--- src/design/dcache_settings.svh ---
// dcache settings, cache geometry and address field widths
`ifndef DCACHE_SETTINGS_SVH
`define DCACHE_SETTINGS_SVH

// 32 KB, 4 ways, 64-byte lines
`define DC_WAYS       4
`define DC_SETS       128
`define DC_LINE_BYTES 64

// one L2 fill beat
`define DC_BEAT_BYTES 8

// tag is addr[31:13], set is addr[12:6]
`define DC_TAG_W      19
`define DC_SET_W      7

// load/store queue entry id
`define DC_LSQID_W    4

`endif

--- src/design/dcache_pkg.sv ---
// dcache core-side package with the operation encoding, queue structs and array access types
`default_nettype none
`include "dcache_settings.svh"

package dcache_pkg;

  localparam int OFF_W  = $clog2(`DC_LINE_BYTES);
  localparam int WAY_W  = $clog2(`DC_WAYS);
  localparam int BEAT_W = $clog2(`DC_LINE_BYTES / `DC_BEAT_BYTES);

  // bit 0 store, bits 2:1 size, bit 3 unsigned load
  typedef enum logic [3:0] {
    OP_LB  = 4'b0000,
    OP_LH  = 4'b0010,
    OP_LW  = 4'b0100,
    OP_LBU = 4'b1000,
    OP_LHU = 4'b1010,
    OP_SB  = 4'b0001,
    OP_SH  = 4'b0011,
    OP_SW  = 4'b0101
  } mem_op_t;

  typedef logic [`DC_LSQID_W-1:0] lsqid_t;
  typedef logic [`DC_TAG_W-1:0]   tag_t;
  typedef logic [`DC_SET_W-1:0]   set_t;
  typedef logic [`DC_WAYS-1:0]    way_onehot_t;
  typedef logic [WAY_W-1:0]       way_idx_t;

  typedef struct packed {
    mem_op_t     op;
    logic [31:0] addr;
    lsqid_t      lsqid;
    logic [31:0] wdata;
  } lsq_req_t;

  typedef struct packed {
    lsqid_t      lsqid;
    logic [31:0] rdata;
  } lsq_resp_t;

  // one 64-bit entry of the data array
  typedef struct packed {
    set_t              set;
    way_idx_t          way;
    logic [BEAT_W-1:0] beat;
  } data_index_t;

  // a zero mask means no write
  typedef struct packed {
    data_index_t                 index;
    logic [`DC_BEAT_BYTES-1:0]   mask;
    logic [8*`DC_BEAT_BYTES-1:0] data;
  } data_wr_t;

  function automatic set_t addr_set(logic [31:0] addr);
    return addr[OFF_W +: `DC_SET_W];
  endfunction

  function automatic tag_t addr_tag(logic [31:0] addr);
    return addr[31 -: `DC_TAG_W];
  endfunction

  function automatic way_idx_t way_index(way_onehot_t way);
    way_idx_t idx;
    idx = '0;
    for (int w = 0; w < `DC_WAYS; w++) begin
      if (way[w]) begin
        idx = idx | way_idx_t'(w);
      end
    end
    return idx;
  endfunction

endpackage

`default_nettype wire

--- src/design/l2_pkg.sv ---
// L2 port package with the request struct, line and beat addressing and beat data
`default_nettype none
`include "dcache_settings.svh"

package l2_pkg;

  localparam int LINE_W = `DC_TAG_W + `DC_SET_W;
  localparam int BEATS  = `DC_LINE_BYTES / `DC_BEAT_BYTES;

  // byte address bits 31:6
  typedef logic [LINE_W-1:0] line_addr_t;
  // byte address bits 31:2
  typedef logic [29:0] word_addr_t;
  // beats come back in ascending order from 0
  typedef logic [$clog2(BEATS)-1:0] beat_idx_t;
  typedef logic [8*`DC_BEAT_BYTES-1:0] beat_data_t;

  // with wen low this reads a whole line from a line-aligned address
  typedef struct packed {
    word_addr_t  addr;
    logic        wen;
    logic [3:0]  mask;
    logic [31:0] wdata;
  } l2_req_t;

endpackage

`default_nettype wire

--- src/design/dcache_pipeline.sv ---
// dcache pipeline with request, lookup and response stages, store alignment and L2 requests
`default_nettype none

module dcache_pipeline (
  input  wire                          clk,
  input  wire                          rst,
  input  wire                          req_valid,
  input  wire dcache_pkg::lsq_req_t    lsq_req,
  output logic                         lsq_ready,
  output logic                         resp_valid,
  output dcache_pkg::lsq_resp_t        lsq_resp,
  output logic                         l2_req_valid,
  output l2_pkg::l2_req_t              l2_req,
  input  wire                          l2_ready,
  output logic [31:0]                  lookup_addr,
  input  wire dcache_pkg::way_onehot_t hit_way,
  input  wire                          hit,
  input  wire dcache_pkg::way_onehot_t victim_way,
  output logic                         touch,
  output dcache_pkg::data_index_t      rd_index,
  input  wire l2_pkg::beat_data_t      rd_data,
  output dcache_pkg::data_wr_t         st_wr,
  output logic                         alloc,
  output l2_pkg::line_addr_t           alloc_line,
  output dcache_pkg::way_onehot_t      alloc_way,
  input  wire                          busy,
  input  wire                          fill_done,
  input  wire l2_pkg::line_addr_t      fill_line,
  input  wire                          line_req_valid
);
  import dcache_pkg::*;
  import l2_pkg::*;

  // stage 0, request and tag lookup
  logic        s0_valid;
  lsq_req_t    s0_req;
  logic        s0_load;
  logic        s0_store;
  logic        s0_stall;
  logic        st_issue;
  data_index_t s0_index;
  logic [3:0]  st_mask;
  logic [31:0] st_data;

  // stage 1, data array read
  logic        s1_valid;
  mem_op_t     s1_op;
  lsqid_t      s1_lsqid;
  logic [2:0]  s1_offset;

  // stage 2, response formatting
  logic        s2_valid;
  mem_op_t     s2_op;
  lsqid_t      s2_lsqid;
  logic [2:0]  s2_offset;
  beat_data_t  s2_data;
  logic [31:0] s2_word;
  logic [31:0] s2_shifted;

  assign s0_load  = s0_valid && !s0_req.op[0];
  assign s0_store = s0_valid && s0_req.op[0];

  // loads wait for their line, stores wait for L2 to take the write
  assign s0_stall = s0_valid && (busy || (s0_load && !hit) || (s0_store && !l2_ready));
  assign lsq_ready = !s0_stall;
  assign st_issue  = s0_store && !busy;

  assign lookup_addr = s0_req.addr;
  assign touch       = s0_valid && hit && !s0_stall;

  assign alloc      = s0_load && !hit && !busy;
  assign alloc_line = s0_req.addr[31:OFF_W];
  assign alloc_way  = victim_way;

  assign s0_index.set  = addr_set(s0_req.addr);
  assign s0_index.way  = way_index(hit_way);
  assign s0_index.beat = s0_req.addr[OFF_W-1 -: BEAT_W];
  assign rd_index      = s0_index;

  // replicate store data across the word, mask picks the bytes
  always_comb begin
    case (s0_req.op[2:1])
      2'b00: begin
        st_mask = 4'b0001 << s0_req.addr[1:0];
        st_data = {4{s0_req.wdata[7:0]}};
      end
      2'b01: begin
        st_mask = 4'b0011 << {s0_req.addr[1], 1'b0};
        st_data = {2{s0_req.wdata[15:0]}};
      end
      default: begin
        st_mask = 4'b1111;
        st_data = s0_req.wdata;
      end
    endcase
  end

  // a store hit updates the array in the same cycle L2 takes it
  always_comb begin
    st_wr.index = s0_index;
    st_wr.data  = {2{st_data}};
    st_wr.mask  = '0;
    if (st_issue && hit && l2_ready) begin
      st_wr.mask = s0_req.addr[2] ? {st_mask, 4'b0000} : {4'b0000, st_mask};
    end
  end

  // line read and store-through never overlap
  assign l2_req_valid = line_req_valid || st_issue;

  always_comb begin
    if (line_req_valid) begin
      l2_req.addr  = {fill_line, {(OFF_W-2){1'b0}}};
      l2_req.wen   = 1'b0;
      l2_req.mask  = '0;
      l2_req.wdata = '0;
    end else begin
      l2_req.addr  = s0_req.addr[31:2];
      l2_req.wen   = 1'b1;
      l2_req.mask  = st_mask;
      l2_req.wdata = st_data;
    end
  end

  always_ff @(posedge clk) begin
    if (rst) begin
      s0_valid <= 1'b0;
      s1_valid <= 1'b0;
      s2_valid <= 1'b0;
    end else begin
      if (!s0_stall) begin
        s0_valid <= req_valid;
      end
      s1_valid <= s0_load && !s0_stall;
      s2_valid <= s1_valid;
    end
  end

  always_ff @(posedge clk) begin
    if (req_valid && !s0_stall) begin
      s0_req <= lsq_req;
    end
    s1_op <= s0_req.op;
    s1_lsqid <= s0_req.lsqid;
    s1_offset <= s0_req.addr[2:0];
    s2_op <= s1_op;
    s2_lsqid <= s1_lsqid;
    s2_offset <= s1_offset;
    s2_data <= rd_data;
  end

  assign s2_word    = s2_offset[2] ? s2_data[63:32] : s2_data[31:0];
  assign s2_shifted = s2_word >> {s2_offset[1:0], 3'b000};

  // bit 3 of the op turns sign extension off
  always_comb begin
    lsq_resp.lsqid = s2_lsqid;
    case (s2_op[2:1])
      2'b00:   lsq_resp.rdata = {{24{!s2_op[3] && s2_shifted[7]}}, s2_shifted[7:0]};
      2'b01:   lsq_resp.rdata = {{16{!s2_op[3] && s2_shifted[15]}}, s2_shifted[15:0]};
      default: lsq_resp.rdata = s2_shifted;
    endcase
  end

  assign resp_valid = s2_valid;

  a_hit_onehot: assert property (@(posedge clk) disable iff (rst)
    s0_valid |-> $onehot0(hit_way));

  // miss register must be idle and take the line on the next edge
  a_alloc_idle: assert property (@(posedge clk) disable iff (rst)
    alloc |-> !busy ##1 busy);

  // a fill always completes the line that the held load is waiting on
  a_fill_line: assert property (@(posedge clk) disable iff (rst)
    fill_done |-> s0_load && (alloc_line == fill_line));

endmodule

`default_nettype wire

--- config.mk ---
export PLATFORM = sky130hd
export DESIGN_NAME = dcache_pipeline
export DESIGN_NICKNAME = d
export VERILOG_FILES = /design/src/design/dcache_pkg.sv /design/src/design/l2_pkg.sv /design/src/design/dcache_pipeline.sv
export VERILOG_INCLUDE_DIRS = /design/src /design/src/design
export SDC_FILE = /design/constraint.sdc
export NUM_CORES = 1
export LEC_CHECK = 0
export ABC_AREA = 1
export BUFFER_PORTS_ARGS = -buffer_cell sky130_fd_sc_hd__buf_2
export CELL_PAD_IN_SITES_DETAIL_PLACEMENT = 0
export CELL_PAD_IN_SITES_GLOBAL_PLACEMENT = 2
export CORE_ASPECT_RATIO = 0.5
export CORE_MARGIN = 3
export CORE_UTILIZATION = 25
export DETAILED_ROUTE_END_ITERATION = 8
export GPL_TIMING_DRIVEN = 1
export PLACE_DENSITY = 0.95
export SETUP_SLACK_MARGIN = 0.2
export SLEW_MARGIN = 20
export SYNTH_ARGS = -nofsm -noshare
export SYNTH_HDL_FRONTEND = slang
export SYNTH_SLANG_ARGS = --single-unit
--- constraint.sdc ---
create_clock -name clk -period 10.9 [get_ports clk]
set_input_delay 0.545 -clock clk [delete_from_list [all_inputs] [get_ports clk]]
set_output_delay 0.545 -clock clk [all_outputs]
set_load 0.02 [all_outputs]
## Word-level counts from Yosys, hierarchy flattened

Cells that the tools add are included.

- Memories kept: 0
- Bits in latches: 0
- Output and inout bits: 266
- Memory bits (writable): 0
- Flip-flop bits (word level): 161
- Memory bits (read-only): 0

- Reduce and logical (&&, ||, !) cells: 26
- Bitwise gates (word level): 0
- $mul: 0
- Shift-type cells: 3
- Divide/modulo/power cells: 0
- Add/sub/neg operators: 0
- Order comparisons: 0
- Eq/ne operators: 2
- Mux-type cells: 10

Operators by type and width:

| cell | number |
|---|---|
| $pmux 32 s2 | 2 |
| $mux 67 | 1 |
| $mux 32 | 1 |
| $shr 32x5->32 | 1 |
| $mux 8 | 2 |
| $logic_and 1x1->1 | 15 |
| $pmux 4 s2 | 1 |
| $logic_not 1->1 | 6 |
| $eq 2x1->1 const B | 2 |
| $logic_not 2->1 | 2 |
| $mux 2 | 2 |
| $shl 1x2->4 const A | 1 |
| $shl 2x2->4 const A | 1 |
| $logic_or 1x1->1 | 3 |
| $mux 1 | 1 |

## Logic depth before layout (Yosys ltp)

- Word-level depth: 8
- Mapped depth: 11

## Worst setup path before layout

Ideal clock, no wire load.

- Path type: input port to flip-flop
- Start: in hit
- End: reg s0_req (netlist bit lookup_addr[0]), enable pin
- Required time: 10.374 ns
- Setup slack: 6.109 ns
- Library setup time: 0.526 ns
- Arrival: 4.265 ns
- Stages: 4
- Path through: inv_1 > nand3_1 > nand3_1 > a21oi_1

- Cells in the longest elaborated chain, start to end: 7

Ends and longest elaborated chain:

| what | RTL line | source |
|---|---|---|
| start, declared | dcache_pipeline.sv:17 | `input wire hit,` |
| $logic_not 1->1 | dcache_pipeline.sv:64 | `assign s0_stall = s0_valid && (busy \|\| (s0_load && !hit) \|\| (s0_store && !l2_ready));` |
| $logic_and 1x1->1 | dcache_pipeline.sv:64 |  |
| $logic_or 1x1->1 (2 in a row) | dcache_pipeline.sv:64 |  |
| $logic_and 1x1->1 | dcache_pipeline.sv:64 |  |
| $logic_not 1->1 | dcache_pipeline.sv:140 | `if (req_valid && !s0_stall) begin` |
| $logic_and 1x1->1 | dcache_pipeline.sv:140 |  |
| end signal, assigned | dcache_pipeline.sv:141 | `s0_req <= lsq_req;` |
| end, declared | dcache_pipeline.sv:36 | `lsq_req_t s0_req;` |

No other way between the ends.
A chain may end at the register's enable or synchronous reset.

==> results by group <==
Clock network
  • Total CTS buffers: 17
  • CTS clk-pin slew, worst paths: 80 ps
  • Worst skew pair latency: 440 ps
  • Hold_buf cts: 0
  • CTS tree: built
  • H-tree lvl count: 4
  • Resize count post-CTS: 0
  • CTS Root Cell: clkbuf_16
  • CTS Buffer Depth: 2
  • Sink Count: about 160
  • Post-CTS setup buffers: 0

Final layout
  • Final instance area: 0.009382 mm^2
  • Area growth from synthesis to layout: 30.29%
  • Fin util: roughly a third
  • Filler instances: 2963
  • Layout Nets: ~1300
  • Area of the multi-input gates: just over 0.002 mm^2
  • Fin cells: 1506
  • Layout cells sized above 1: between 40% and 50%
  • Register area: between 0.003 and 0.004 mm^2

Setup path
  • Crit path largest cell delay: around 860 ps
  • Required @ worst endpoint: about 10000 ps
  • CP Capture Type: output port
  • Max FO, Critical Path: 24
  • Crit path cell chain: inv_1 > nand3_1 > nand2_2 > nand2_4 > nand3_1 > buf_2
  • Cell mode on critical path: nand3_1
  • CP delay by family, top: flip-flops
  • Crit start category: register
  • Crit path buf inv count: 2
  • CP max stage cell: dfxtp_1
  • Arrival @ worst endpoint: 2820 ps
  • Critical path class: reg -> out

Die
  • Core Area: ~0.028 mm^2
  • Die X: 246.0 um
  • FP Rows: between 40 and 50
  • # IOs: roughly 440
  • Vert. Die Dim: approximately 130 um
  • Die Area: slightly above 0.03 mm^2
  • Initial Util: between 20% and 30%

Yosys
  • Post-synth EDFFs: 72
  • Sequential area share after synthesis: between 50% and 60%
  • Cell Area, Synth: around 0.007 mm^2
  • Avg Inst Size Synth: between 8 and 9 um^2
  • Cell variety after synth: 29
  • Top FF cell, synth: dfxtp_1
  • Synth Instances: 808
  • Post-synth ARST share: 0%
  • #FFs+latches synth: around 160
  • Synth warn: 0
  • Syn nets: about 990

Placed design
  • GP Congestion: 0.9188
  • I/O Buffers: 433
  • Placed cells: 1473
  • Area after DPL: 0.008782 mm^2
  • Pre-CTS setup slack: between 7000 and 8000 ps
  • Post-detail-place hpwl: approximately 19000 um

Timing
  • Fin. Hold Viols: 0
  • Headroom to the max-slew limit: 32.84%
  • Fin crit period: between 3000 and 4000 ps
  • F_max: approximately 300 MHz
  • Slew Viols, Final: 0
  • Fin crit share: between 30% and 40%
  • Final worst-path setup slack: approximately 7500 ps
  • RSZ-0062 raised after global routing: false
  • Hold WS: between 200 and 250 ps
  • Worst Tran Pin Value: ~1000 ps
  • Setup violators final: 0
  • Final setup TNS: 0 ps
  • Max Clock Skew: about 9.5 ps

Routing
  • Vias: between 6000 and 7000
  • Drt drc: 0
  • Remaining antenna violation count: 0
  • Routed Wire Length: ~25000 um
  • DR pass1 iterations: 5
  • WL per Instance: between 15 and 20 um
  • DRT iter0 DRCs: roughly 370
  • Vias per cell: 4.161

Global route
  • Largest net degree at the start of global routing: 73
  • GRT Util Overall: around 15%
  • Antenna violations before repair: 1
  • First-pass GRT wire length: around 36000 um
  • Grt total ovfl: 0
  • Vias in the first global route: approximately 5900

Power
  • Tot Pwr: roughly 1.6 mW
  • Leak: ~5 nW
  • VDD IR-drop max: between 0.1 and 0.15 mV
  • P per Cell Area: ~170 mW/mm^2

Worst hold path
  • Tightest Hold Check Type: in -> reg

Flow run
  • Max-cap violations: 0

Run status
  • Status: complete, no violations
## layout make-up
| class | count | share of cell area, % |
|---|---|---|
| flip-flops and latches | 159 | 41.61 |
| inverters | 42 | 1.707 |
| repair buffers | 440 | 23.66 |
| multi-input cells | 450 | 21.54 |
| clock inverters | 15 | 1.827 |
| clock buffers | 17 | 4.535 |
| diodes | 1 | 0.02667 |
| well taps | 382 | 5.095 |
## registers in the layout, indices dropped and copies added, names as in the netlist
register,count
s2_data,64
s0_req,40
lookup_addr,32
s1_lsqid,4
s2_lsqid,4
s1_offset,3
s1_op,3
s2_offset,3
s2_op,3
resp_valid,1
s0_valid,1
s1_valid,1
## cell usage after synthesis (3+ instances only)
master / count / share of area, %
nand2_1: 265 / 14
buf_4: 125 / 13
dfxtp_1: 87 / 24
edfxtp_1: 72 / 30
nand3_1: 47 / 3.3
inv_1: 38 / 2.0
nor2_1: 37 / 1.9
a21oi_1: 31 / 2.2
o21ai_0: 16 / 1.1
clkbuf_1: 15 / 0.78
nand3_2: 12 / 1.7
o211ai_1: 12 / 1.3
buf_6: 8 / 1.3
buf_2: 7 / 0.49
o21ai_1: 7 / 0.49
nand2_2: 6 / 0.52
or2_2: 4 / 0.35
nor2_2: 3 / 0.26
## power breakdown
part / total, mW / switching [mW] / internal (mW)
Sequential: 0.682 / 0.0210 / 0.661
Clock: 0.592 / 0.284 / 0.308
Combinational: 0.305 / 0.207 / 0.0976
## placed cells by master (no fill, tap or decap), types with 12 or more instances in the layout
cell | Yosys | routed
nand2_1 | 265 | 265
dfxtp_1 | 87 | 87
edfxtp_1 | 72 | 72
nor2_1 | 37 | 37
buf_2 | 7 | 433
nand3_2 | 12 | 12
o211ai_1 | 12 | 12
o21ai_0 | 16 | 16
inv_1 | 38 | 38
a21oi_1 | 31 | 30
clkbuf_16 | 0 | 17
nand3_1 | 47 | 47
## final timing paths
path                     start  cells after the start  slack (ps)               to
setup / recovery  s2_offset[1]                      6        7530     lsq_resp[22]
hold / removal      rd_data[6]                      1         200       s2_data[6]
setup reg to reg    s0_req[68]                      5        8830  lookup_addr[28]
hold reg to reg   s1_offset[2]                      0         330     s2_offset[2]
## cells by family (layout without fill, tap and decap cells)
kind of cell	Yosys count	count (layout)	share of synthesized area, %
flops	159	159	54.21
other cells	0	1	0
simple gates	383	383	22.78
buf+inv	199	514	17.88
compound gates	67	67	5.126
## per-layer routing
metal  global-route usage [%]  part of all wire, %  up-vias
li1                         -                    -     3069
met1                    19.35                   43     3030
met2                    26.68                   52      151
met3                    2.660                  3.5       16
met4                    5.615                  1.4        0
met5                        0                    0        -
(Power assumes the default switching activity.)
