`src/design/dcache_settings.svh`:
```
// dcache settings, cache geometry and address field widths
`ifndef DCACHE_SETTINGS_SVH
`define DCACHE_SETTINGS_SVH

// 32 KB, 4 ways, 64-byte lines
`define DC_WAYS       4
`define DC_SETS       128
`define DC_LINE_BYTES 64

// one L2 fill beat
`define DC_BEAT_BYTES 8

// tag is addr[31:13], set is addr[12:6]
`define DC_TAG_W      19
`define DC_SET_W      7

// load/store queue entry id
`define DC_LSQID_W    4

`endif

```
`src/design/dcache_pkg.sv`:
```
// dcache core-side package with the operation encoding, queue structs and array access types
`default_nettype none
`include "dcache_settings.svh"

package dcache_pkg;

  localparam int OFF_W  = $clog2(`DC_LINE_BYTES);
  localparam int WAY_W  = $clog2(`DC_WAYS);
  localparam int BEAT_W = $clog2(`DC_LINE_BYTES / `DC_BEAT_BYTES);

  // bit 0 store, bits 2:1 size, bit 3 unsigned load
  typedef enum logic [3:0] {
    OP_LB  = 4'b0000,
    OP_LH  = 4'b0010,
    OP_LW  = 4'b0100,
    OP_LBU = 4'b1000,
    OP_LHU = 4'b1010,
    OP_SB  = 4'b0001,
    OP_SH  = 4'b0011,
    OP_SW  = 4'b0101
  } mem_op_t;

  typedef logic [`DC_LSQID_W-1:0] lsqid_t;
  typedef logic [`DC_TAG_W-1:0]   tag_t;
  typedef logic [`DC_SET_W-1:0]   set_t;
  typedef logic [`DC_WAYS-1:0]    way_onehot_t;
  typedef logic [WAY_W-1:0]       way_idx_t;

  typedef struct packed {
    mem_op_t     op;
    logic [31:0] addr;
    lsqid_t      lsqid;
    logic [31:0] wdata;
  } lsq_req_t;

  typedef struct packed {
    lsqid_t      lsqid;
    logic [31:0] rdata;
  } lsq_resp_t;

  // one 64-bit entry of the data array
  typedef struct packed {
    set_t              set;
    way_idx_t          way;
    logic [BEAT_W-1:0] beat;
  } data_index_t;

  // a zero mask means no write
  typedef struct packed {
    data_index_t                 index;
    logic [`DC_BEAT_BYTES-1:0]   mask;
    logic [8*`DC_BEAT_BYTES-1:0] data;
  } data_wr_t;

  function automatic set_t addr_set(logic [31:0] addr);
    return addr[OFF_W +: `DC_SET_W];
  endfunction

  function automatic tag_t addr_tag(logic [31:0] addr);
    return addr[31 -: `DC_TAG_W];
  endfunction

  function automatic way_idx_t way_index(way_onehot_t way);
    way_idx_t idx;
    idx = '0;
    for (int w = 0; w < `DC_WAYS; w++) begin
      if (way[w]) begin
        idx = idx | way_idx_t'(w);
      end
    end
    return idx;
  endfunction

endpackage

`default_nettype wire

```
`src/design/l2_pkg.sv`:
```
// L2 port package with the request struct, line and beat addressing and beat data
`default_nettype none
`include "dcache_settings.svh"

package l2_pkg;

  localparam int LINE_W = `DC_TAG_W + `DC_SET_W;
  localparam int BEATS  = `DC_LINE_BYTES / `DC_BEAT_BYTES;

  // byte address bits 31:6
  typedef logic [LINE_W-1:0] line_addr_t;
  // byte address bits 31:2
  typedef logic [29:0] word_addr_t;
  // beats come back in ascending order from 0
  typedef logic [$clog2(BEATS)-1:0] beat_idx_t;
  typedef logic [8*`DC_BEAT_BYTES-1:0] beat_data_t;

  // with wen low this reads a whole line from a line-aligned address
  typedef struct packed {
    word_addr_t  addr;
    logic        wen;
    logic [3:0]  mask;
    logic [31:0] wdata;
  } l2_req_t;

endpackage

`default_nettype wire

```
`src/design/dcache_miss_unit.sv`:
```
// dcache miss unit, a single miss register that fetches one line from L2 as eight beats
`default_nettype none
`include "dcache_settings.svh"

module dcache_miss_unit (
  input  wire                          clk,
  input  wire                          rst,
  input  wire                          alloc,
  input  wire l2_pkg::line_addr_t      alloc_line,
  input  wire dcache_pkg::way_onehot_t alloc_way,
  output logic                         busy,
  output logic                         fill_done,
  output l2_pkg::line_addr_t           fill_line,
  output logic                         invalidate,
  output logic                         line_req_valid,
  input  wire                          l2_ready,
  input  wire                          l2_resp_valid,
  input  wire l2_pkg::beat_data_t      l2_resp_data,
  output dcache_pkg::data_wr_t         fill_wr,
  output logic                         install,
  output dcache_pkg::way_onehot_t      install_way
);
  import dcache_pkg::*;
  import l2_pkg::*;

  beat_idx_t beat_cnt;
  logic      beat;

  assign beat      = busy && l2_resp_valid;
  // last beat writes the data array and installs the tag on the same edge
  assign fill_done = beat && (&beat_cnt);
  assign install   = fill_done;

  always_ff @(posedge clk) begin
    if (rst) begin
      busy <= 1'b0;
      line_req_valid <= 1'b0;
      invalidate <= 1'b0;
      beat_cnt <= '0;
    end else begin
      // victim goes invalid the cycle after allocation
      invalidate <= alloc;
      if (alloc) begin
        busy <= 1'b1;
        line_req_valid <= 1'b1;
        beat_cnt <= '0;
      end else begin
        if (line_req_valid && l2_ready) begin
          line_req_valid <= 1'b0;
        end
        if (beat) begin
          beat_cnt <= beat_cnt + 1'b1;
        end
        if (fill_done) begin
          busy <= 1'b0;
        end
      end
    end
  end

  // line and way stay put for the whole fill
  always_ff @(posedge clk) begin
    if (alloc) begin
      fill_line <= alloc_line;
      install_way <= alloc_way;
    end
  end

  // every beat is a full-width write
  always_comb begin
    fill_wr.index.set  = fill_line[`DC_SET_W-1:0];
    fill_wr.index.way  = way_index(install_way);
    fill_wr.index.beat = beat_cnt;
    fill_wr.mask       = {`DC_BEAT_BYTES{beat}};
    fill_wr.data       = l2_resp_data;
  end

endmodule

`default_nettype wire

```
`config.mk`:
```
export PLATFORM = sky130hd
export DESIGN_NAME = dcache_miss_unit
export DESIGN_NICKNAME = d
export VERILOG_FILES = /design/src/design/dcache_pkg.sv /design/src/design/l2_pkg.sv /design/src/design/dcache_miss_unit.sv
export VERILOG_INCLUDE_DIRS = /design/src /design/src/design
export SDC_FILE = /design/constraint.sdc
export NUM_CORES = 1
export LEC_CHECK = 0
export BUFFER_PORTS_ARGS = -buffer_cell sky130_fd_sc_hd__buf_2
export CAP_MARGIN = 20
export CELL_PAD_IN_SITES_DETAIL_PLACEMENT = 2
export CELL_PAD_IN_SITES_GLOBAL_PLACEMENT = 2
export CORE_ASPECT_RATIO = 0.75
export CORE_MARGIN = 5
export CORE_UTILIZATION = 17
export CTS_BUF_LIST = sky130_fd_sc_hd__clkbuf_8
export CTS_CLUSTER_DIAMETER = 200
export DETAILED_ROUTE_END_ITERATION = 16
export MAX_ROUTING_LAYER = met4
export PLACE_DENSITY = 0.85
export REMOVE_ABC_BUFFERS = 1
export SKIP_CTS_REPAIR_TIMING = 1
export SLEW_MARGIN = 20
export SYNTH_ARGS = -nofsm -noshare
export SYNTH_HDL_FRONTEND = slang
export SYNTH_SLANG_ARGS = --single-unit
```
`constraint.sdc`:
```
create_clock -name clk -period 1.5 [get_ports clk]
set_input_delay 0.15 -clock clk [delete_from_list [all_inputs] [get_ports clk]]
set_output_delay 0.15 -clock clk [all_outputs]
set_load 0.01 [all_outputs]
```
* Yosys cells after proc, flatten, opt, wreduce, memory -nomap -nowiden
Cells that the tools add are included.
Widths: inputs -> output; s select.
** Storage, ports and cells
- Output and inout port bits :: 119
- Input bits :: 99
- Logic and storage cells :: 21
- Flip-flop bits (word level) :: 36
** Operators by class
- Muxes and demuxes :: 7
- Add/sub/neg operators :: 1
- Reductions and logical operators :: 7
** Operators with widths (count)
- $mux 1 :: 5
- $mux 2 :: 2
- $reduce_bool 2->1 :: 2
- $add 3x1->3 const B :: 1
- $logic_and 1x1->1 :: 3
- $reduce_and 3->1 :: 1
- $reduce_or 2->1 :: 1

* Longest topological paths before layout
Gate-level depths: netlist of run 1.
- Word-level depth :: 4
- Depth in mapped cells :: 4
- Gate-level depth less buffers :: 4

* Worst setup path before layout of run 1
No wires, ideal clock.
- Path type :: reg-to-output
- From :: register beat_cnt[0]
- To :: output port install
- Required time :: 1350 ps
- Stages on the path, launching flop included :: 5
- Arrival time :: 1087 ps
- Path slack :: 263 ps
- Cell sequence :: dfxtp_1 > ha_1 > ha_1 > and3_2 > buf_4
** On the way
- Longest elaborated chain between the ends :: 2
** RTL lines
- start, declared :: line dcache_miss_unit.sv:26 : beat_idx_t beat_cnt;
- start signal, assigned :: line dcache_miss_unit.sv:52 : beat_cnt <= beat_cnt + 1'b1;
- $reduce_and 3->1 :: line dcache_miss_unit.sv:31 : assign fill_done = beat && (&beat_cnt);
- $logic_and 1x1->1 :: line dcache_miss_unit.sv:31
- end, declared :: line dcache_miss_unit.sv:20 : output logic install,
Every way passes these cells.

* Worst setup path in the final report of run 1
- From :: register beat_cnt[0]
- To :: output port fill_done
** On the way
- Longest elaborated chain between the ends :: 2
** RTL lines
- $reduce_and 3->1 :: line dcache_miss_unit.sv:31
- $logic_and 1x1->1 :: line dcache_miss_unit.sv:31
- end, declared :: line dcache_miss_unit.sv:12 : output logic fill_done,
Every way passes these cells.

==> flow_metrics.py, run 1 <==
metrics = {
    "clock_network": {
        "clk_latency_ns": 0.28,
        "root_buffer": "clkbuf_8",
        "cts_tree": "done",
        "clock_sinks": 36,
        "clk_pin_slew_ns": 0.07,
        "cts-buffers-inserted": 5,
        "cts_max_level": 2,
        "clockBufferDepth": 2,
    },
    "die": {
        "fp.dieW_um": 129,
        "core_area_mm2": 0.0103,
        "dieArea_mm2": 0.0128,
        "io_pins": 218,
        "start_util": 0.175,
        "rows": 32,
        "die_h_um": 99.3,
    },
    "finish": {
        "layout.nets": 257,
        "area_growth_syn_to_layout_pct": 7.41,
        "final_cells": 293,
        "utilization": 0.188,
        "design_area_mm2": 0.00194,
        "antennaDiodeCount": 0,
        "drive_gt1_frac": 0.694,
    },
    "sta": {
        "max_clock_freq_mhz": 688,
        "final-setup-viol-count": 0,
        "final_hold_viol_count": 0,
        "layout_setup_ws_ns": 0.0468,
        "relSlewSlack": 0.801,
        "worst_pin_slew_ns": 0.298,
        "period_share": 0.969,
        "period_minus_slack_ns": 1.45,
        "slew_viol_final": 0,
        "rsz0062_at_grt": "true",
        "skew_ns": 0.000395,
    },
    "logic_synthesis": {
        "syn_avg_cell_area_um2": 12.9,
        "syn_inst": 140,
        "synth_xor_area_frac": 0,
        "synth_mux_area_frac": 0,
        "netlist_area_mm2": 0.00181,
        "synth-seq-area-share": 0.565,
        "synth_adder_area_share": 0.0139,
        "synth_cell_types": 18,
        "ys_warn_count": 0,
        "synth_compound_area_frac": 0.0402,
        "synth-simple-area-share": 0.0339,
        "synth_top_family_by_area": "buffers and inverters",
        "synth-seq-cells": 36,
    },
    "pwr": {
        "power_switching_uw": 509,
        "p_per_area_mw_per_mm2": 1170,
        "p_leak_uw": 0.000846,
        "p_int_uw": 1760,
        "combPwrFrac": 0.111,
        "peakVddDrop_v": 0.000255,
        "clkPwrFrac": 0.365,
        "switching_share": 0.225,
        "seq_power_share": 0.524,
        "total_power_uw": 2270,
    },
    "placed_design": {
        "io_buffers": 89,
        "gp_congestion": 0.756,
        "dp_slack_ns": 0.276,
        "dp_hpwl_mm": 8.16,
        "post_dp_cell_area_mm2": 0.00182,
        "dp_cells": 284,
    },
    "job": {
        "drv_cap": 0,
    },
    "critical_path": {
        "cp.required_ns": 1.35,
        "criticalPathCategory": "register to output pin",
        "ff2ff_setup_slack_ns": 0.41,
        "slowest_stage": "dfxtp_2",
        "crit_path_end_kind": "output pin",
        "startpoint": "beat_cnt[0]",
        "timing.rr.start": "beat_cnt[0]",
        "slowest_delay_ns": 0.33,
        "startpoint_type": "register",
        "worstRegToRegCells": 4,
        "path_cells": "ha_2 > ha_2 > and3_2 > buf_2",
        "r2r_end": "beat_cnt[2]",
        "crit_path_max_fanout": 3,
        "worstPathArrival_ns": 1.30,
        "path_common_cell": "ha_2",
    },
    "global_routing": {
        "overflow": 0,
        "antenna_found_initial": 0,
        "grt_start_max_net_pins": 26,
        "gr-usage-all-layers": 0.141,
        "grt_pass1_wl_mm": 11.3,
        "first_global_vias": 1149,
    },
    "routing": {
        "dr.pass1.iters": 3,
        "via_per_inst": 3.60,
        "drtAntennaViolNets": 0,
        "routed_wl_mm": 9.09,
        "drt_iter0_drc": 54,
        "vias": 1056,
        "wl_per_cell_um": 31.0,
        "drc": 0,
    },
    "worst_hold_path": {
        "hp-start": "alloc_way[1]",
        "hold_depth": 1,
        "hold_path_end": "install_way[1]",
        "hp-class": "primary input to register",
    },
    "outcome": {
        "status": "complete, no violations",
    },
}
[synthesized netlist by cell type]
library cell	number	area (µm²)
buf_4	80	601
inv_1	1	3.75
or2_2	2	12.5
and2_2	1	7.51
a21bo_1	2	20.0
edfxtp_1	30	901
nor2_1	1	3.75
buf_6	2	22.5
nand2b_1	1	6.26
and3_2	1	7.51
or2_1	1	6.26
dfxtp_1	6	120
a21oi_1	3	15.0
ha_1	2	25.0
nand3b_1	1	7.51
nand3_1	2	10.0
a21bo_2	2	20.0
a21oi_2	2	17.5
[final cells by class]
class	count	area, µm²
Sequential cell	36	1020
Multi-Input combinational cell	21	164
Timing Repair Buffer	91	473
Clock buffer	5	68.8
Inverter	1	3.75
Fill cell	1161	8390
Tap cell	136	170
Clock inverter	3	37.5
[how the worst max path moves through the flow]
stage                 to  cells after the start
2_1_floorplan  fill_done                      3
3_3_place_gp   fill_done                      4
3_5_place_dp   fill_done                      4
4_1_cts        fill_done                      4
5_1_grt        fill_done                      4
6_report       fill_done                      4
[layer usage]
layer / wire, µm / track usage / vias to the layer above
met1: 2750 / 0.123 / 472
met4: 65 / 0.0266 / 0
met3: 3050 / 0.224 / 4
li1: - / - / 413
met2: 3230 / 0.158 / 167
met5: 0 / - / -
[registers in the layout (all words and copies together), names as in the netlist]
| name | count |
|---|---|
| invalidate | 1 |
| install_way | 4 |
| busy | 1 |
| fill_line | 26 |
| beat_cnt | 3 |
| line_req_valid | 1 |
[cell families after synthesis]
logic type	count (synthesis)
DFF	36
and+or+nand+nor	10
AOI/OAI and AO/OA	9
adders and majority gates	2
buffers and inverters	83
[worst max-delay path, delay by kind of cell, from the launching register on]
family                     cells  cell delay (ns)
adders and majority gates      2             0.35
DFF                            1             0.33
and+or+nand+nor                1             0.21
buffers and inverters          1             0.14
[layout by cell type (no fill, tap or decap), drive strengths merged, types with 2 or more instances in the layout]
cell and instances:
buf 91, edfxtp 30, dfxtp 6, clkbuf 5
a21oi 5, a21bo 4, or2 3, nand3 2
ha 2, clkinv 2
[per-stage QoR]
stage / hold WS (ns) / TNS, ns
finish: 0.0422 / 0
global route: 0.0226 / -0.0138
CTS: 0.0336 / -0.0849
detailed placement: 0.300 / 0
global placement: 0.300 / 0
floorplan: 0.212 / 0
[power by group through the flow]
stage	Combinational, µW	Sequential [µW]	Clock (µW)
final	251	1190	827
after global routing	271	1200	916
after CTS	257	1190	860
after detailed placement	257	1210	0
after global placement	250	1210	0
after floorplan	27.1	1260	0
Note: power is estimated with default switching activity, not from simulation.
==> run 2, diff against run 1 <==
--- a/config.mk
+++ b/config.mk
@@ -10,7 +10,6 @@
 export CAP_MARGIN = 20
 export CELL_PAD_IN_SITES_DETAIL_PLACEMENT = 2
 export CELL_PAD_IN_SITES_GLOBAL_PLACEMENT = 2
-export CORE_ASPECT_RATIO = 0.75
 export CORE_MARGIN = 5
 export CORE_UTILIZATION = 17
 export CTS_BUF_LIST = sky130_fd_sc_hd__clkbuf_8
==> run 2 against run 1 <==
Effect of this change: final cell count grew 0.34%; global-route usage shrank 0.61 points; final area grew 0.90%; hold slack lost 0.0055 ns; total power grew 0.55%; flip-flop and latch count is the same; first-iteration DRC count shrank 70%; wire length shrank 4.8%.
==> flow_metrics.py, run 2 (synthesized netlist as in run 1, its figures left out) <==
metrics = {
    "finish": {
        "nFillCells": 1187,
        "multi_input_comb_area_um2": 178,
        "drive_gt1_frac": 0.701,
        "final_cell_mix": "buf_2 (87), edfxtp_1 (30), clkbuf_8 (5), dfxtp_1 (4), a21oi_1 (3)",
        "layout.nets": 257,
        "regMostFlops": "fill_line",
        "final_cells": 294,
        "design_area_mm2": 0.00196,
        "register_area_mm2": 0.00102,
        "largest_register_ffs": 26,
        "layout_commonest_cell": "buf_2",
        "reg.largest.list": "fill_line (26), install_way (4), beat_cnt (3)",
        "area_growth_syn_to_layout_pct": 8.38,
        "utilization": 0.190,
    },
    "routing": {
        "drtAntennaViolNets": 0,
        "wl_per_cell_um": 29.4,
        "routed_wl_mm": 8.66,
        "vias": 1066,
        "via_per_inst": 3.63,
        "drt_iter0_drc": 16,
        "dr.pass1.iters": 2,
        "drc": 0,
    },
    "clock_network": {
        "cts-buffers-inserted": 5,
        "clock_sinks": 36,
        "clk_latency_ns": 0.28,
        "clk_pin_slew_ns": 0.08,
        "root_buffer": "clkbuf_8",
        "cts_max_level": 2,
        "cts_tree": "done",
        "clockBufferDepth": 2,
    },
    "die": {
        "die_h_um": 113,
        "rows": 37,
        "fp.dieW_um": 113,
        "io_pins": 218,
        "core_area_mm2": 0.0103,
        "start_util": 0.175,
        "dieArea_mm2": 0.0128,
    },
    "global_routing": {
        "first_global_vias": 1189,
        "gr-usage-all-layers": 0.135,
        "grtUsageMet1": 0.138,
        "antenna_found_initial": 1,
        "grt_use_met3": 0.192,
        "overflow": 0,
        "grt-busiest-layer": "met3",
        "grt_start_max_net_pins": 16,
        "use_met2": 0.147,
        "grt_pass1_wl_mm": 11.1,
    },
    "critical_path": {
        "cp.depth": 4,
        "worstPathArrival_ns": 1.27,
        "slowest_delay_ns": 0.34,
        "cp.required_ns": 1.35,
        "ff2ff_setup_slack_ns": 0.43,
        "critical-path-top-delay-family": "adder cells",
        "slowest_stage": "dfxtp_2",
        "path_cells": "ha_2 > ha_4 > and3_4 > buf_6",
        "criticalPathCategory": "register to output pin",
        "critPathBufInv": 1,
        "crit_path_max_fanout": 4,
        "startpoint_type": "register",
        "worstRegToRegCells": 4,
        "crit_path_end_kind": "output pin",
    },
    "sta": {
        "relSlewSlack": 0.790,
        "worst_pin_slew_ns": 0.314,
        "max_clock_freq_mhz": 705,
        "fin_hold_ws_ns": 0.0367,
        "final-setup-viol-count": 0,
        "rsz0062_at_grt": "false",
        "skew_ns": 0.00153,
        "final_hold_viol_count": 0,
        "period_share": 0.946,
        "slew_viol_final": 0,
        "period_minus_slack_ns": 1.42,
    },
    "placed_design": {
        "dp_hpwl_mm": 7.51,
        "io_buffers": 89,
        "post_dp_cell_area_mm2": 0.00181,
        "gp_congestion": 0.729,
        "dp_cells": 285,
    },
    "pwr": {
        "peakVddDrop_v": 0.000321,
        "p_leak_uw": 0.000847,
        "p_per_area_mw_per_mm2": 1160,
    },
    "job": {
        "drv_cap": 0,
    },
    "worst_hold_path": {
        "hold_depth": 1,
        "hp-class": "primary input to register",
    },
    "outcome": {
        "status": "complete, no violations",
    },
}
[run 2: layout make-up]
type	instances	area share
Timing Repair Buffer	91	0.242
Sequential cell	36	0.523
Antenna cell	1	0.00128
Clock buffer	5	0.0351
Clock inverter	3	0.0198
Inverter	1	0.00192
Multi-Input combinational cell	21	0.0907
Tap cell	136	0.0869
[run 2: worst paths after layout]
path / startpoint / endpoint
max: beat_cnt[0] / fill_done
max reg2reg: beat_cnt[0] / beat_cnt[2]
min reg2reg: line_req_valid / line_req_valid
min: alloc_way[2] / install_way[2]
[run 2: per-stage QoR]
step | worst slack [ns] | power [µW] | TNS [ns]
6_report | 0.0815 | 2280 | 0
5_1_grt | 0.00633 | 2400 | 0
4_1_cts | -0.0447 | 2340 | -0.0864
3_5_place_dp | 0.284 | 1470 | 0
3_3_place_gp | 0.312 | 1460 | 0
2_1_floorplan | 0.390 | 1290 | 0
[run 2: worst reg2reg max path: cells and delay by family (launching register included)]
kind / cells / cell delay [ns]
AOI/OAI and AO/OA: 1 / 0.15
DFF: 1 / 0.34
and+or+nand+nor: 1 / 0.06
adders and majority gates: 2 / 0.46
[run 2: where the power goes]
group          internal (µW)  leakage, µW  switching [µW]
logic                    109     0.000444             138
clock network            487    0.0000593             355
registers               1160     0.000344            28.6
total                   1760     0.000847             521
[run 2: layer usage]
layer  vias up  wire length, µm
met2       174             3000
li1        417                -
met1       466             3020
met4         0               40
met3         9             2590
met5         -                0
==> run 3, diff against run 2 <==
--- a/config.mk
+++ b/config.mk
@@ -17,7 +17,6 @@
 export DETAILED_ROUTE_END_ITERATION = 16
 export MAX_ROUTING_LAYER = met4
 export PLACE_DENSITY = 0.85
-export REMOVE_ABC_BUFFERS = 1
 export SKIP_CTS_REPAIR_TIMING = 1
 export SLEW_MARGIN = 20
 export SYNTH_ARGS = -nofsm -noshare
==> run 3 against run 2 <==
Effect of this change: via count fell by 11%; global-route usage decreased by 7.0 points; clock power shrank 23%; combinational power barely moved; largest power group unchanged; hold slack improved by 0.00065 ns; final cell count decreased by 0.68%; final area down 1.9%; die area is the same; sequential power hardly changed.
==> flow_metrics.py, run 3 (synthesized netlist as in run 1, its figures left out) <==
metrics = {
    "critical_path": {
        "startpoint": "beat_cnt[0]",
        "timing.rr.start": "beat_cnt[0]",
        "startpoint_type": "register",
        "criticalPathCategory": "register to output pin",
        "crit_path_end_kind": "output pin",
        "cp.required_ns": 1.35,
        "crit_path_max_fanout": 3,
        "worstPathArrival_ns": 1.27,
    },
    "sta": {
        "final_hold_viol_count": 0,
        "skew_ns": 0.000186,
        "final-setup-viol-count": 0,
        "max_clock_freq_mhz": 705,
        "slew_viol_final": 0,
        "fin_hold_ws_ns": 0.0373,
        "period_minus_slack_ns": 1.42,
        "rsz0062_at_grt": "false",
        "period_share": 0.945,
        "worst_pin_slew_ns": 0.344,
        "relSlewSlack": 0.771,
    },
    "die": {
        "io_pins": 218,
        "start_util": 0.175,
        "rows": 37,
        "core_area_mm2": 0.0103,
        "dieArea_mm2": 0.0128,
        "fp.dieW_um": 113,
        "die_h_um": 113,
    },
    "finish": {
        "final_cell_mix": "buf_2 (88), edfxtp_1 (30), clkbuf_8 (5), dfxtp_1 (4), a21oi_1 (3)",
        "layout_commonest_cell": "buf_2",
        "reg.largest.list": "fill_line (26), install_way (4), beat_cnt (3)",
        "layout.nets": 257,
        "drive_gt1_frac": 0.692,
        "largest_register_ffs": 26,
        "antennaDiodeCount": 0,
        "utilization": 0.186,
        "final_cells": 292,
        "area_growth_syn_to_layout_pct": 6.30,
        "regMostFlops": "fill_line",
    },
    "worst_hold_path": {
        "hp-class": "primary input to register",
        "hp-start": "alloc_line[13]",
    },
    "placed_design": {
        "io_buffers": 89,
        "gp_congestion": 0.645,
        "dp_cells": 284,
        "dp_hpwl_mm": 3.47,
    },
    "clock_network": {
        "cts_tree": "done",
        "clock_sinks": 36,
        "cts_max_level": 2,
        "clk_latency_ns": 0.28,
        "root_buffer": "clkbuf_8",
        "cts-buffers-inserted": 5,
        "clockBufferDepth": 2,
        "clk_pin_slew_ns": 0.08,
    },
    "routing": {
        "drc": 0,
        "routed_wl_mm": 4.24,
        "vias": 951,
        "via_per_inst": 3.26,
        "drtAntennaViolNets": 0,
        "dr.pass1.iters": 3,
        "drt_iter0_drc": 33,
        "wl_per_cell_um": 14.5,
    },
    "global_routing": {
        "gr-usage-all-layers": 0.0646,
        "grt_start_max_net_pins": 20,
        "overflow": 0,
        "first_global_vias": 1031,
        "grt_pass1_wl_mm": 6.06,
        "antenna_found_initial": 0,
    },
    "job": {
        "drv_cap": 0,
    },
    "pwr": {
        "p_per_area_mw_per_mm2": 1090,
        "peakVddDrop_v": 0.000399,
        "total_power_uw": 2080,
        "p_leak_uw": 0.000831,
    },
    "logic_synthesis": {
        "syn-num-nets": 241,
    },
    "outcome": {
        "status": "complete, no violations",
    },
}
run 3: changes by cell type in the layout (fill, tap and decap cells not counted), sizes merged:
| cell | delta |
|---|---|
| bufinv | -1 |
| clkinv | +1 |
| diode | -1 |
| inv | -1 |
run 3: cell type report:
cell class / instances / area [µm²]
fillers: 1158 / 8400
flip-flops and latches: 36 / 1020
repair buffers: 91 / 479
well taps: 136 / 170
multi-input cells: 21 / 168
clock buffers: 5 / 68.8
clock inverters: 2 / 7.51
inverters: 1 / 3.75
run 3: where the power goes:
group | leakage, µW | total [µW] | switching [µW] | internal (µW)
Sequential | 0.000344 | 1190 | 26.8 | 1160
Combinational | 0.000448 | 250 | 138 | 112
Clock | 0.0000391 | 646 | 339 | 307
Total | 0.000831 | 2080 | 504 | 1580
run 3: metrics by stage:
stage | area, µm² | worst slack (ns) | setup TNS [ns]
4_1_cts | 1900 | -0.0404 | -0.0793
3_3_place_gp | 1820 | 0.316 | 0
5_1_grt | 1920 | 0.00409 | 0
3_5_place_dp | 1820 | 0.288 | 0
6_report | 1920 | 0.0818 | 0
2_1_floorplan | 1810 | 0.263 | 0
run 3: worst paths after layout:
| kind | to | slack (ns) | cells after the start |
|---|---|---|---|
| max | fill_done | 0.08 | 4 |
| min | fill_line[13] | 0.04 | 1 |
| max reg2reg | beat_cnt[2] | 0.43 | 4 |
| min reg2reg | line_req_valid | 0.47 | 2 |
run 3: worst max-delay path, stage by stage, from the launching register on:
cell and delay [ns]:
dfxtp_2 0.35, ha_2 0.16, ha_2 0.17, and3_4 0.19, buf_2 0.12
run 3: metal layers:
| layer | GRT usage | up-vias | share of wire |
|---|---|---|---|
| met2 | 0.114 | 59 | 0.56 |
| met5 | - | - | 0 |
| met3 | 0.0294 | 8 | 0.11 |
| li1 | - | 413 | - |
| met1 | 0.0578 | 471 | 0.32 |
| met4 | 0.0337 | 0 | 0.013 |
